### src/common/mips_pkg.sv
package mips_pkg;

    // Register address and data widths.
    localparam int REG_ADDR_BITS = 5;
    localparam int DATA_BITS     = 32;

    //////////////////////////////////////////////////////////////////////
    // Opcodes.
    localparam logic [5:0] OP_RTYPE = 6'h00;
    localparam logic [5:0] OP_J     = 6'h02;
    localparam logic [5:0] OP_BEQ   = 6'h04;
    localparam logic [5:0] OP_BNE   = 6'h05;
    localparam logic [5:0] OP_ADDIU = 6'h09;
    localparam logic [5:0] OP_SLTI  = 6'h0a;
    localparam logic [5:0] OP_ANDI  = 6'h0c;
    localparam logic [5:0] OP_ORI   = 6'h0d;
    localparam logic [5:0] OP_XORI  = 6'h0e;
    localparam logic [5:0] OP_LUI   = 6'h0f;

    // Function field of R-type.
    localparam logic [5:0] FN_SLL  = 6'h00;
    localparam logic [5:0] FN_SRL  = 6'h02;
    localparam logic [5:0] FN_ADDU = 6'h21;
    localparam logic [5:0] FN_SUBU = 6'h23;
    localparam logic [5:0] FN_AND  = 6'h24;
    localparam logic [5:0] FN_OR   = 6'h25;
    localparam logic [5:0] FN_XOR  = 6'h26;
    localparam logic [5:0] FN_SLT  = 6'h2a;

    //////////////////////////////////////////////////////////////////////
    // Control encodings.
    typedef enum logic [3:0] {
        ALU_ADD, ALU_SUB, ALU_AND, ALU_OR, ALU_XOR,
        ALU_SLT, ALU_SLL, ALU_SRL, ALU_LUI
    } alu_ctrl_e;

    typedef enum logic [1:0] {
        BR_NONE, BR_EQ, BR_NE, BR_JUMP
    } branch_e;

    // One instruction word, seen as R-type or as I/J-type.
    typedef union packed {
        struct packed {
            logic [5:0] opcode;
            logic [4:0] rs;
            logic [4:0] rt;
            logic [4:0] rd;
            logic [4:0] shamt;
            logic [5:0] funct;
        } r;
        struct packed {
            logic [5:0]  opcode;
            logic [4:0]  rs;
            logic [4:0]  rt;
            logic [15:0] imm;
        } i;
    } instr_t;

endpackage

### src/decode/branch_address_calculator.sv
`timescale 1ns/1ps

module branch_address_calculator #(
    parameter int CANT_BITS_ADDR = 11
) (
    input  mips_pkg::branch_e               i_branch_kind,
    input  logic [CANT_BITS_ADDR-1:0]       i_pc,
    input  logic [mips_pkg::DATA_BITS-1:0]  i_data_a,
    input  logic [mips_pkg::DATA_BITS-1:0]  i_data_b,
    input  logic [mips_pkg::DATA_BITS-1:0]  i_imm_ext,
    input  logic [25:0]                     i_instr_index,
    output logic                            o_branch_control,
    output logic [CANT_BITS_ADDR-1:0]       o_branch_dir
);

    logic [CANT_BITS_ADDR-1:0] pc_rel;

    // Relative target wraps at the address width.
    assign pc_rel = i_pc + {{(CANT_BITS_ADDR-1){1'b0}}, 1'b1}
                  + i_imm_ext[CANT_BITS_ADDR-1:0];

    always_comb begin
        o_branch_control = 1'b0;
        o_branch_dir     = pc_rel;
        case (i_branch_kind)
            mips_pkg::BR_EQ:   o_branch_control = (i_data_a == i_data_b);
            mips_pkg::BR_NE:   o_branch_control = (i_data_a != i_data_b);
            mips_pkg::BR_JUMP: begin
                o_branch_control = 1'b1;
                o_branch_dir     = i_instr_index[CANT_BITS_ADDR-1:0];
            end
            default: o_branch_control = 1'b0;
        endcase
    end

endmodule

### src/decode/control_unit.sv
`timescale 1ns/1ps

module control_unit (
    input  mips_pkg::instr_t    i_instruction,
    output logic                o_reg_dst_rd,
    output logic                o_reg_write,
    output logic                o_alu_src,
    output logic                o_zero_ext,
    output mips_pkg::alu_ctrl_e o_alu_ctrl,
    output mips_pkg::branch_e   o_branch_kind
);

    always_comb begin
        // Unknown codes fall through as a no-op.
        o_reg_dst_rd  = 1'b0;
        o_reg_write   = 1'b0;
        o_alu_src     = 1'b0;
        o_zero_ext    = 1'b0;
        o_alu_ctrl    = mips_pkg::ALU_ADD;
        o_branch_kind = mips_pkg::BR_NONE;

        case (i_instruction.r.opcode)
            mips_pkg::OP_RTYPE: begin
                o_reg_dst_rd = 1'b1;
                o_reg_write  = 1'b1;
                case (i_instruction.r.funct)
                    mips_pkg::FN_ADDU: o_alu_ctrl = mips_pkg::ALU_ADD;
                    mips_pkg::FN_SUBU: o_alu_ctrl = mips_pkg::ALU_SUB;
                    mips_pkg::FN_AND:  o_alu_ctrl = mips_pkg::ALU_AND;
                    mips_pkg::FN_OR:   o_alu_ctrl = mips_pkg::ALU_OR;
                    mips_pkg::FN_XOR:  o_alu_ctrl = mips_pkg::ALU_XOR;
                    mips_pkg::FN_SLT:  o_alu_ctrl = mips_pkg::ALU_SLT;
                    mips_pkg::FN_SLL:  o_alu_ctrl = mips_pkg::ALU_SLL;
                    mips_pkg::FN_SRL:  o_alu_ctrl = mips_pkg::ALU_SRL;
                    default:           o_reg_write = 1'b0;
                endcase
            end
            mips_pkg::OP_ADDIU, mips_pkg::OP_SLTI,
            mips_pkg::OP_ANDI, mips_pkg::OP_ORI,
            mips_pkg::OP_XORI, mips_pkg::OP_LUI: begin
                o_reg_write = 1'b1;
                o_alu_src   = 1'b1;
                case (i_instruction.i.opcode)
                    mips_pkg::OP_SLTI: o_alu_ctrl = mips_pkg::ALU_SLT;
                    mips_pkg::OP_ANDI: o_alu_ctrl = mips_pkg::ALU_AND;
                    mips_pkg::OP_ORI:  o_alu_ctrl = mips_pkg::ALU_OR;
                    mips_pkg::OP_XORI: o_alu_ctrl = mips_pkg::ALU_XOR;
                    mips_pkg::OP_LUI:  o_alu_ctrl = mips_pkg::ALU_LUI;
                    default:           o_alu_ctrl = mips_pkg::ALU_ADD;
                endcase
                o_zero_ext = (i_instruction.i.opcode == mips_pkg::OP_ANDI)
                          || (i_instruction.i.opcode == mips_pkg::OP_ORI)
                          || (i_instruction.i.opcode == mips_pkg::OP_XORI);
            end
            mips_pkg::OP_BEQ: o_branch_kind = mips_pkg::BR_EQ;
            mips_pkg::OP_BNE: o_branch_kind = mips_pkg::BR_NE;
            mips_pkg::OP_J:   o_branch_kind = mips_pkg::BR_JUMP;
            default: begin
            end
        endcase
    end

endmodule

### src/decode/register_file.sv
`timescale 1ns/1ps

module register_file (
    input  logic                                i_clock,
    input  logic                                i_soft_reset,
    input  logic [mips_pkg::REG_ADDR_BITS-1:0]  i_reg_a,
    input  logic [mips_pkg::REG_ADDR_BITS-1:0]  i_reg_b,
    input  logic                                i_write,
    input  logic [mips_pkg::REG_ADDR_BITS-1:0]  i_reg_write,
    input  logic [mips_pkg::DATA_BITS-1:0]      i_data_write,
    output logic [mips_pkg::DATA_BITS-1:0]      o_data_a,
    output logic [mips_pkg::DATA_BITS-1:0]      o_data_b
);

    logic [mips_pkg::DATA_BITS-1:0] regs [2**mips_pkg::REG_ADDR_BITS];

    // Register 0 is hardwired, a same-cycle write passes straight through.
    function automatic logic [mips_pkg::DATA_BITS-1:0] read_port(
        input logic [mips_pkg::REG_ADDR_BITS-1:0] addr
    );
        if (addr == '0) begin
            return '0;
        end
        if (i_write && (addr == i_reg_write)) begin
            return i_data_write;
        end
        return regs[addr];
    endfunction

    always_ff @(posedge i_clock) begin
        if (!i_soft_reset) begin
            for (int idx = 0; idx < 2**mips_pkg::REG_ADDR_BITS; idx++) begin
                regs[idx] <= '0;
            end
        end else if (i_write && (i_reg_write != '0)) begin
            regs[i_reg_write] <= i_data_write;
        end
    end

    always_comb begin
        o_data_a = read_port(i_reg_a);
        o_data_b = read_port(i_reg_b);
    end

endmodule

### src/decode/top_id.sv
`timescale 1ns/1ps

module top_id #(
    parameter int CANT_BITS_ADDR = 11
) (
    input  logic                                i_clock,
    input  logic                                i_soft_reset,
    input  logic                                i_instr_valid,
    input  logic [31:0]                         i_instruction,
    input  logic [CANT_BITS_ADDR-1:0]           i_pc,
    input  logic                                i_wb_valid,
    input  logic [mips_pkg::REG_ADDR_BITS-1:0]  i_wb_reg,
    input  logic [mips_pkg::DATA_BITS-1:0]      i_wb_data,
    output logic                                o_valid,
    output logic [mips_pkg::DATA_BITS-1:0]      o_data_a,
    output logic [mips_pkg::DATA_BITS-1:0]      o_data_b,
    output logic [mips_pkg::DATA_BITS-1:0]      o_imm_ext,
    output logic [4:0]                          o_shamt,
    output logic [mips_pkg::REG_ADDR_BITS-1:0]  o_reg_dst,
    output logic                                o_alu_src,
    output logic                                o_reg_write,
    output mips_pkg::alu_ctrl_e                 o_alu_ctrl,
    output logic                                o_branch_taken,
    output logic [CANT_BITS_ADDR-1:0]           o_branch_dir
);

    mips_pkg::instr_t                   instr;
    mips_pkg::alu_ctrl_e                alu_ctrl;
    mips_pkg::branch_e                  branch_kind;
    logic                               reg_dst_rd;
    logic                               reg_write;
    logic                               alu_src;
    logic                               zero_ext;
    logic [mips_pkg::DATA_BITS-1:0]     data_a;
    logic [mips_pkg::DATA_BITS-1:0]     data_b;
    logic [mips_pkg::DATA_BITS-1:0]     imm_ext;
    logic [mips_pkg::REG_ADDR_BITS-1:0] reg_dst;
    logic                               branch_control;
    logic [CANT_BITS_ADDR-1:0]          branch_dir;

    assign instr   = i_instruction;
    assign reg_dst = reg_dst_rd ? instr.r.rd : instr.i.rt;

    // Logic immediates zero-extend, the rest sign-extend.
    assign imm_ext = zero_ext
                   ? {{(mips_pkg::DATA_BITS-16){1'b0}}, instr.i.imm}
                   : {{(mips_pkg::DATA_BITS-16){instr.i.imm[15]}}, instr.i.imm};

    control_unit u_control_unit (
        .i_instruction (instr),
        .o_reg_dst_rd  (reg_dst_rd),
        .o_reg_write   (reg_write),
        .o_alu_src     (alu_src),
        .o_zero_ext    (zero_ext),
        .o_alu_ctrl    (alu_ctrl),
        .o_branch_kind (branch_kind)
    );

    register_file u_register_file (
        .i_clock      (i_clock),
        .i_soft_reset (i_soft_reset),
        .i_reg_a      (instr.r.rs),
        .i_reg_b      (instr.r.rt),
        .i_write      (i_wb_valid),
        .i_reg_write  (i_wb_reg),
        .i_data_write (i_wb_data),
        .o_data_a     (data_a),
        .o_data_b     (data_b)
    );

    branch_address_calculator #(
        .CANT_BITS_ADDR (CANT_BITS_ADDR)
    ) u_branch_address_calculator (
        .i_branch_kind    (branch_kind),
        .i_pc             (i_pc),
        .i_data_a         (data_a),
        .i_data_b         (data_b),
        .i_imm_ext        (imm_ext),
        .i_instr_index    (instr.i[25:0]),
        .o_branch_control (branch_control),
        .o_branch_dir     (branch_dir)
    );

    //////////////////////////////////////////////////////////////////////
    // Decode to execute registers.
    always_ff @(posedge i_clock) begin
        if (!i_soft_reset) begin
            o_valid        <= 1'b0;
            o_reg_write    <= 1'b0;
            o_branch_taken <= 1'b0;
        end else begin
            o_valid        <= i_instr_valid;
            o_reg_write    <= reg_write;
            o_branch_taken <= i_instr_valid && branch_control;
        end
    end

    always_ff @(posedge i_clock) begin
        o_data_a     <= data_a;
        o_data_b     <= data_b;
        o_imm_ext    <= imm_ext;
        o_shamt      <= instr.r.shamt;
        o_reg_dst    <= reg_dst;
        o_alu_src    <= alu_src;
        o_alu_ctrl   <= alu_ctrl;
        o_branch_dir <= branch_dir;
    end

endmodule

### src/rtl/ex_stage.sv
`timescale 1ns/1ps

module ex_stage (
    input  logic                                i_clock,
    input  logic                                i_soft_reset,
    input  logic                                i_valid,
    input  logic [mips_pkg::DATA_BITS-1:0]      i_data_a,
    input  logic [mips_pkg::DATA_BITS-1:0]      i_data_b,
    input  logic [mips_pkg::DATA_BITS-1:0]      i_imm_ext,
    input  logic [4:0]                          i_shamt,
    input  logic [mips_pkg::REG_ADDR_BITS-1:0]  i_reg_dst,
    input  logic                                i_alu_src,
    input  logic                                i_reg_write,
    input  mips_pkg::alu_ctrl_e                 i_alu_ctrl,
    output logic                                o_wb_valid,
    output logic [mips_pkg::REG_ADDR_BITS-1:0]  o_wb_reg,
    output logic [mips_pkg::DATA_BITS-1:0]      o_wb_data
);

    logic [mips_pkg::DATA_BITS-1:0] op_b;
    logic [mips_pkg::DATA_BITS-1:0] alu_result;

    assign op_b = i_alu_src ? i_imm_ext : i_data_b;

    //////////////////////////////////////////////////////////////////////
    // ALU.
    always_comb begin
        case (i_alu_ctrl)
            mips_pkg::ALU_ADD: alu_result = i_data_a + op_b;
            mips_pkg::ALU_SUB: alu_result = i_data_a - op_b;
            mips_pkg::ALU_AND: alu_result = i_data_a & op_b;
            mips_pkg::ALU_OR:  alu_result = i_data_a | op_b;
            mips_pkg::ALU_XOR: alu_result = i_data_a ^ op_b;
            mips_pkg::ALU_SLT: begin
                alu_result = {{(mips_pkg::DATA_BITS-1){1'b0}},
                              ($signed(i_data_a) < $signed(op_b))};
            end
            mips_pkg::ALU_SLL: alu_result = op_b << i_shamt;
            mips_pkg::ALU_SRL: alu_result = op_b >> i_shamt;
            mips_pkg::ALU_LUI: alu_result = {i_imm_ext[15:0], 16'h0000};
            default:           alu_result = '0;
        endcase
    end

    // Execute to write-back registers.
    always_ff @(posedge i_clock) begin
        if (!i_soft_reset) begin
            o_wb_valid <= 1'b0;
        end else begin
            o_wb_valid <= i_valid && i_reg_write && (i_reg_dst != '0);
        end
    end

    always_ff @(posedge i_clock) begin
        o_wb_reg  <= i_reg_dst;
        o_wb_data <= alu_result;
    end

endmodule

### src/rtl/top_mips_core.sv
`timescale 1ns/1ps

module top_mips_core #(
    parameter int CANT_BITS_ADDR = 11
) (
    input  logic                        i_clock,
    input  logic                        i_soft_reset,
    input  logic                        i_instr_valid,
    input  logic [31:0]                 i_instruction,
    input  logic [CANT_BITS_ADDR-1:0]   i_pc,
    output logic                        o_wb_valid,
    output logic [4:0]                  o_wb_reg,
    output logic [31:0]                 o_wb_data,
    output logic                        o_branch_taken,
    output logic [CANT_BITS_ADDR-1:0]   o_branch_dir
);

    logic                               id_valid;
    logic [mips_pkg::DATA_BITS-1:0]     id_data_a;
    logic [mips_pkg::DATA_BITS-1:0]     id_data_b;
    logic [mips_pkg::DATA_BITS-1:0]     id_imm_ext;
    logic [4:0]                         id_shamt;
    logic [mips_pkg::REG_ADDR_BITS-1:0] id_reg_dst;
    logic                               id_alu_src;
    logic                               id_reg_write;
    mips_pkg::alu_ctrl_e                id_alu_ctrl;
    logic                               ex_wb_valid;
    logic [mips_pkg::REG_ADDR_BITS-1:0] ex_wb_reg;
    logic [mips_pkg::DATA_BITS-1:0]     ex_wb_data;

    top_id #(
        .CANT_BITS_ADDR (CANT_BITS_ADDR)
    ) u_top_id (
        .i_clock        (i_clock),
        .i_soft_reset   (i_soft_reset),
        .i_instr_valid  (i_instr_valid),
        .i_instruction  (i_instruction),
        .i_pc           (i_pc),
        .i_wb_valid     (ex_wb_valid),
        .i_wb_reg       (ex_wb_reg),
        .i_wb_data      (ex_wb_data),
        .o_valid        (id_valid),
        .o_data_a       (id_data_a),
        .o_data_b       (id_data_b),
        .o_imm_ext      (id_imm_ext),
        .o_shamt        (id_shamt),
        .o_reg_dst      (id_reg_dst),
        .o_alu_src      (id_alu_src),
        .o_reg_write    (id_reg_write),
        .o_alu_ctrl     (id_alu_ctrl),
        .o_branch_taken (o_branch_taken),
        .o_branch_dir   (o_branch_dir)
    );

    ex_stage u_ex_stage (
        .i_clock      (i_clock),
        .i_soft_reset (i_soft_reset),
        .i_valid      (id_valid),
        .i_data_a     (id_data_a),
        .i_data_b     (id_data_b),
        .i_imm_ext    (id_imm_ext),
        .i_shamt      (id_shamt),
        .i_reg_dst    (id_reg_dst),
        .i_alu_src    (id_alu_src),
        .i_reg_write  (id_reg_write),
        .i_alu_ctrl   (id_alu_ctrl),
        .o_wb_valid   (ex_wb_valid),
        .o_wb_reg     (ex_wb_reg),
        .o_wb_data    (ex_wb_data)
    );

    // Write-back is also visible outside.
    assign o_wb_valid = ex_wb_valid;
    assign o_wb_reg   = ex_wb_reg;
    assign o_wb_data  = ex_wb_data;

endmodule

### config.mk
export PLATFORM = sky130hd
export DESIGN_NAME = top_mips_core
export DESIGN_NICKNAME = d
export VERILOG_FILES = /design/src/common/mips_pkg.sv /design/src/decode/branch_address_calculator.sv /design/src/decode/control_unit.sv /design/src/decode/register_file.sv /design/src/decode/top_id.sv /design/src/rtl/ex_stage.sv /design/src/rtl/top_mips_core.sv
export SDC_FILE = /design/constraint.sdc
export NUM_CORES = 2
export LEC_CHECK = 0
export BUFFER_PORTS_ARGS = -buffer_cell sky130_fd_sc_hd__buf_2
export CAP_MARGIN = 20
export CORE_ASPECT_RATIO = 1.4
export CORE_MARGIN = 2
export CORE_UTILIZATION = 28
export DETAILED_ROUTE_END_ITERATION = 10
export SETUP_SLACK_MARGIN = 0.4
export SYNTH_ARGS = -nofsm -noshare
export SYNTH_HDL_FRONTEND = slang
export SYNTH_HIERARCHICAL = 1
export SYNTH_SLANG_ARGS = --single-unit
### constraint.sdc
create_clock -name i_clock -period 4.56 [get_ports i_clock]
set_clock_uncertainty 0.05 [all_clocks]
set_input_delay 0.912 -clock i_clock [delete_from_list [all_inputs] [get_ports i_clock]]
set_output_delay 0.912 -clock i_clock [all_outputs]
set_load 0.02 [all_outputs]
Word-level counts from Yosys, hierarchy flattened
Memories as Yosys holds them, arrays and structs flattened.
Cells that the tools add are included.
Widths: inputs -> output; s select.
{ "word_totals": {"in_bits": 46, "output_inout_bits": 50, "register_bits": 148, "memories": 1, "mem_bits_rw": 1024} }
{ "classes": {"reduce_logical": 18, "eq_ne": 31, "magnitude_cmp": 1, "bitwise": 3, "n_shift": 2, "addsub": 4, "mux": 35} }
{ "memory_table": {"columns": ["name", "words", "word_bits", "read_ports", "rd_ports_with_merged_regs", "write_ports", "line_no", "source"], "rows": [
  ["u_top_id.u_register_file.regs", 32, 32, 2, 0, 32, "register_file.sv:15", "logic [mips_pkg::DATA_BITS-1:0] regs [2**mips_pkg::REG_ADDR_BITS];"]
]} }
{ "ops": {"columns": ["operator", "n"], "rows": [
  ["$mux 32", 10],
  ["$pmux 32 s9", 1],
  ["$eq 6x4->1 const B", 6],
  ["$eq 6x6->1 const B", 6],
  ["$add 32x32->32", 1],
  ["$and 32x32->32", 1],
  ["$eq 32x32->1", 1],
  ["$lt 32x32->1", 1],
  ["$ne 32x32->1", 1],
  ["$or 32x32->32", 1],
  ["$reduce_or 32->1", 1],
  ["$shl 32x5->32", 1],
  ["$shr 32x5->32", 1],
  ["$sub 32x32->32", 1],
  ["$xor 32x32->32", 1],
  ["$pmux 3 s7", 1],
  ["$pmux 4 s5", 1],
  ["$eq 4x3->1 const B", 4],
  ["$mux 1", 15],
  ["$eq 6x2->1 const B", 2],
  ["$eq 6x3->1 const B", 2],
  ["$logic_not 6->1", 2],
  ["$add 11x1->11 const B", 1],
  ["$add 11x11->11", 1],
  ["19 further kinds", 31]
]} }

Logic depth before layout (Yosys ltp)
{ "logic_depth": {"depth_word": 9, "depth_mapped": 18, "depth_no_buf": 13} }

Hierarchy
Netlist, hierarchy kept.
{ "by_module_without_submodules": {"columns": ["module", "instances", "cells_per_inst", "area_each_um2"], "rows": [
  ["register_file", 1, 3813, 55089.1],
  ["ex_stage", 1, 1406, 10328.7],
  ["top_id", 1, 134, 2333.5],
  ["branch_address_calculator", 1, 132, 939.7],
  ["control_unit", 1, 54, 364.1]
]} }

Least setup slack after synthesis
OpenSTA, ideal clock, no wires.
{ "synth_path": {"path_type": "input -> register", "start": "input port i_soft_reset", "end": "memory u_top_id/u_register_file/regs[28][0] in the netlist's numbering (enable)", "t_arrival_ps": 3851, "required_ps": 4044, "stages": 4, "path_slack_ps": 194, "path_buffers": 1, "cell_sequence": "nand2_1 or3_1 clkbuf_1 o21ai_0"} }
{ "synth_rtl": {"columns": ["item", "line_no", "source"], "rows": [
  ["from (decl)", "top_mips_core.sv:7", "input logic i_soft_reset,"],
  ["to (decl)", "register_file.sv:15", null]
]} }

Worst setup path in the final report
{ "layout_path": {"start": "register u_top_id.o_alu_src", "end": "register u_ex_stage/o_wb_data[23] in the netlist's numbering"} }
{ "layout_via": {"elab_chain_len": 3, "elab_cells_between_ends": 9} }
{ "layout_rtl": {"columns": ["item", "line_no", "source"], "rows": [
  ["from (decl)", "top_id.sv:20", "output logic o_alu_src,"],
  ["from (signal assigned)", "top_id.sv:104", "o_alu_src <= alu_src;"],
  ["$mux 32 (*)", "ex_stage.sv:23", "assign op_b = i_alu_src ? i_imm_ext : i_data_b;"],
  ["$sub 32x32->32, or another cell as far along", "ex_stage.sv:30", "mips_pkg::ALU_SUB: alu_result = i_data_a - op_b;"],
  ["$pmux 32 s9 (*)", "ex_stage.sv:28", "case (i_alu_ctrl)"],
  ["net u_ex_stage.alu_result, one bit", "ex_stage.sv:21", "logic [mips_pkg::DATA_BITS-1:0] alu_result;"],
  ["to (signal assigned)", "ex_stage.sv:56", "o_wb_data <= alu_result;"],
  ["to (decl)", "ex_stage.sv:17", "output logic [mips_pkg::DATA_BITS-1:0] o_wb_data"]
]} }
The timed path passes the listed nets; every way through them passes the cells marked *.
A chain may end at the register's enable or synchronous reset.

==> run_results.csv <==
group,metric,value,unit
finish,num-fill-cells,24100,
timing,maxSlewViolCount,0,
finish,final_common_cell,"edfxtp_1",
status,outcome,"finished, final reports clean",
placed_design,dp_slack,-0.341,ns
timing,slew-limit-headroom,0.185,
yosys,yosys_warnings,6,
drt,firstDrtPassIters,8,
timing,worstMarginPinSlew,1.22,ns
setup_path,arrival,4.83,ns
power,powerDensity,381,nW/um2
timing,fin_ws,0.308,ns
power,pwr-share-comb,0.254,
grt,grt_overflow,0,
yosys,synth_compound_area_frac,0.102,
floorplan,row_count,215,
placed_design,hpwlAfterDp,219000,um
placed_design,dpl_cell_area,77700,um2
floorplan,io_pins,96,
timing,layout_min_cycle_time,4.25,ns
clocking,cts_root_buf,"clkbuf_16",
timing,hold_viol,0,
grt,grt_max_degree,75,
placed_design,io_buffers,95,
grt,grt_pass1_wl,425000,um
finish,largest_reg_flops,1024,
yosys,synth-seq-cells,1167,
drt,wirelength,311000,um
clocking,clock_latency,0.82,ns
setup_path,start_kind,"flop",
drt,route.detailed.wl_per_inst,33.7,um
drt,drc,0,
yosys,synth_top_area_share,0.445,
grt,first_global_vias,52900,
power,p_sw_frac,0.345,
yosys,synth_top_family_by_area,"multiplexers",
finish,regMostFlops,"u_top_id/u_register_file/regs",
finish,fin_area,81800,um2
clocking,numCtsBuffers,121,
min_path,worstHoldPathType,"primary input to flop",
yosys,synth-adder-area-share,0.0201,
drt,vias_per_cell,5.79,
yosys,synth-edff-count,1024,
timing,max_freq,0.235,GHz
power,p_int,20.4,mW
power,p_switching,10.7,mW
timing,min_period_over_period,0.932,
yosys,synthSimpleGateAreaFrac,0.134,
setup_path,critical_path_class,"flop to flop",
clocking,clock-sinks,1167,
finish,final_cell_mix,"edfxtp_1, and2_1, buf_4",
yosys,postSynthCellCount,5539,
clocking,cts_max_level,3,
clocking,clk_pin_slew,0.06,ns
yosys,async_flop_share,0,
placed_design,place_congestion,1.07,
floorplan,dieWidth,424,um
yosys,synth_cell_types,93,
setup_path,end_kind,"flop",
timing,rsz0062_at_grt,"yes",
power,pwr-share-clk,0.322,
yosys,synth_area_leader_cell,"edfxtp_1",
clocking,clk_path_buf_depth,3,
power,p_leak,30.7,nW
job,maxCapViolCount,0,
setup_path,cp_max_fo,13,
yosys,syn_avg_cell_area,12.5,um2
yosys,synthMuxAreaShare,0.207,
yosys,synthXorXnorAreaFrac,0.00660,
setup_path,worstPathRequired,5.13,ns
grt,antenna_found_initial,26,
finish,drive_above_1_share,0.257,
power,ir_drop,359,uV
yosys,synth_area,69100,um2
floorplan,core,245000,um2
finish,nNetsFinal,6035,
floorplan,die_y,592,um
clocking,post_cts_buffers,0,
clocking,cts_hold_buf,0,
timing,setup_tns,0,ns
grt,grtUsageTotal,0.241,
power,seqPwrFrac,0.424,
yosys,yosysSeqAreaShare,0.487,
drt,ant_nets,0,
drt,dr.first_iter.drc_count,7168,
floorplan,die-area,251000,um2
drt,num_vias,53500,
yosys,synth_ff_type,"edfxtp_1",
timing,setup_viol,0,
yosys,synth_area_leaders,"edfxtp_1, mux4_2, and2_1",
floorplan,start_util,0.282,
clocking,cts_tree,"done",
finish,area_delta_synth_final,18.5,%
## final cells by class
class                      count  area, um2  share of cell area
timing repair buffer         741       6540              0.0799
sequential                  1167      33600               0.411
inverter                     115        432             0.00527
clock buffer                 147       3230              0.0395
antenna                       16       40.0            0.000489
clock inverter                74        678             0.00829
tap                         3255       4070              0.0498
multi-input combinational   3734      33200               0.406
## metrics by stage
step,instances,util,power [mW],hold slack [ns]
after floorplan,5570,-,16.6,0.281
after global placement,8998,0.316,20.7,0.288
after detailed placement,9010,0.317,20.9,0.294
after CTS,9231,0.333,30.9,0.164
after global routing,9242,0.334,31.8,0.181
final,9249,0.334,31.1,0.220
## kinds of logic after synthesis
kind of cell,count (synthesis)
simple gates,1646
xor+xnor,52
fa+ha+maj,109
mux,888
other cells,1
flops,1167
buf+inv,669
compound gates,1007
## Yosys cell counts, types with 16 or more instances
library cell,number
a21oi_1,176
a21o_1,18
xor2_1,37
buf_1,21
o22ai_1,58
nor2b_1,24
o21ai_0,208
edfxtp_1,1024
nand3_1,30
o221ai_1,63
and2_1,1003
mux2_2,38
buf_2,89
buf_4,44
mux2i_1,424
a22o_1,16
dfxtp_1,143
a221o_1,23
a211oi_1,58
nor2_1,204
clkbuf_1,369
nand2_1,229
mux4_2,425
a221oi_1,43
a32o_1,32
a31oi_1,19
o211ai_1,33
a22oi_1,120
ha_1,106
nor4_1,20
nor3_1,33
inv_1,112
o221a_2,23
buf_6,22
## per-layer routing
| layer | global-route usage | vias up | wire length, um |
|---|---|---|---|
| met5 | 0 | - | 69 |
| met4 | 0.224 | 8 | 34800 |
| met3 | 0.0487 | 1115 | 28200 |
| met2 | 0.392 | 3568 | 144000 |
| met1 | 0.266 | 27100 | 104000 |
| li1 | - | 21700 | - |
## worst max-delay path, cell delays in order (launching register included)
cell,delay [ns]
dfxtp_4,0.51
buf_6,0.25
mux2i_2,0.31
ha_1,0.41
and4_1,0.26
and4_1,0.26
o2111ai_1,0.24
nand3_1,0.30
o31a_1,0.39
a31oi_1,0.33
o22ai_1,0.13
o21ai_0,0.21
buf_4,0.18
o2111ai_1,0.22
## final timing paths
kind                         start                       end  slack (ns)  cells past startpoint
min reg2reg  u_top_id/o_reg_dst[2]    u_ex_stage/o_wb_reg[2]        0.30                      0
max reg2reg     u_top_id/o_alu_src  u_ex_stage/o_wb_data[23]        0.31                     13
max             u_top_id/o_alu_src  u_ex_stage/o_wb_data[23]        0.31                     13
min               i_instruction[6]       u_top_id/o_shamt[0]        0.22                      1
## power by group through the flow
stage	registers (mW)	clock network (mW)	logic [mW]
finish	13.2	10.0	7.91
global route	13.2	10.5	8.11
CTS	13.2	10.1	7.58
detailed placement	13.4	0	7.54
global placement	13.6	0	7.13
floorplan	12.9	0	3.74
## timing repair
item	in CTS	in global routing
hold endpoints to repair	0	0
endpoints found under the setup margin	8	11
resized for setup	11	13
pin swaps	0	0
cloned	0	0
Note: power is estimated with default switching activity, not from simulation.
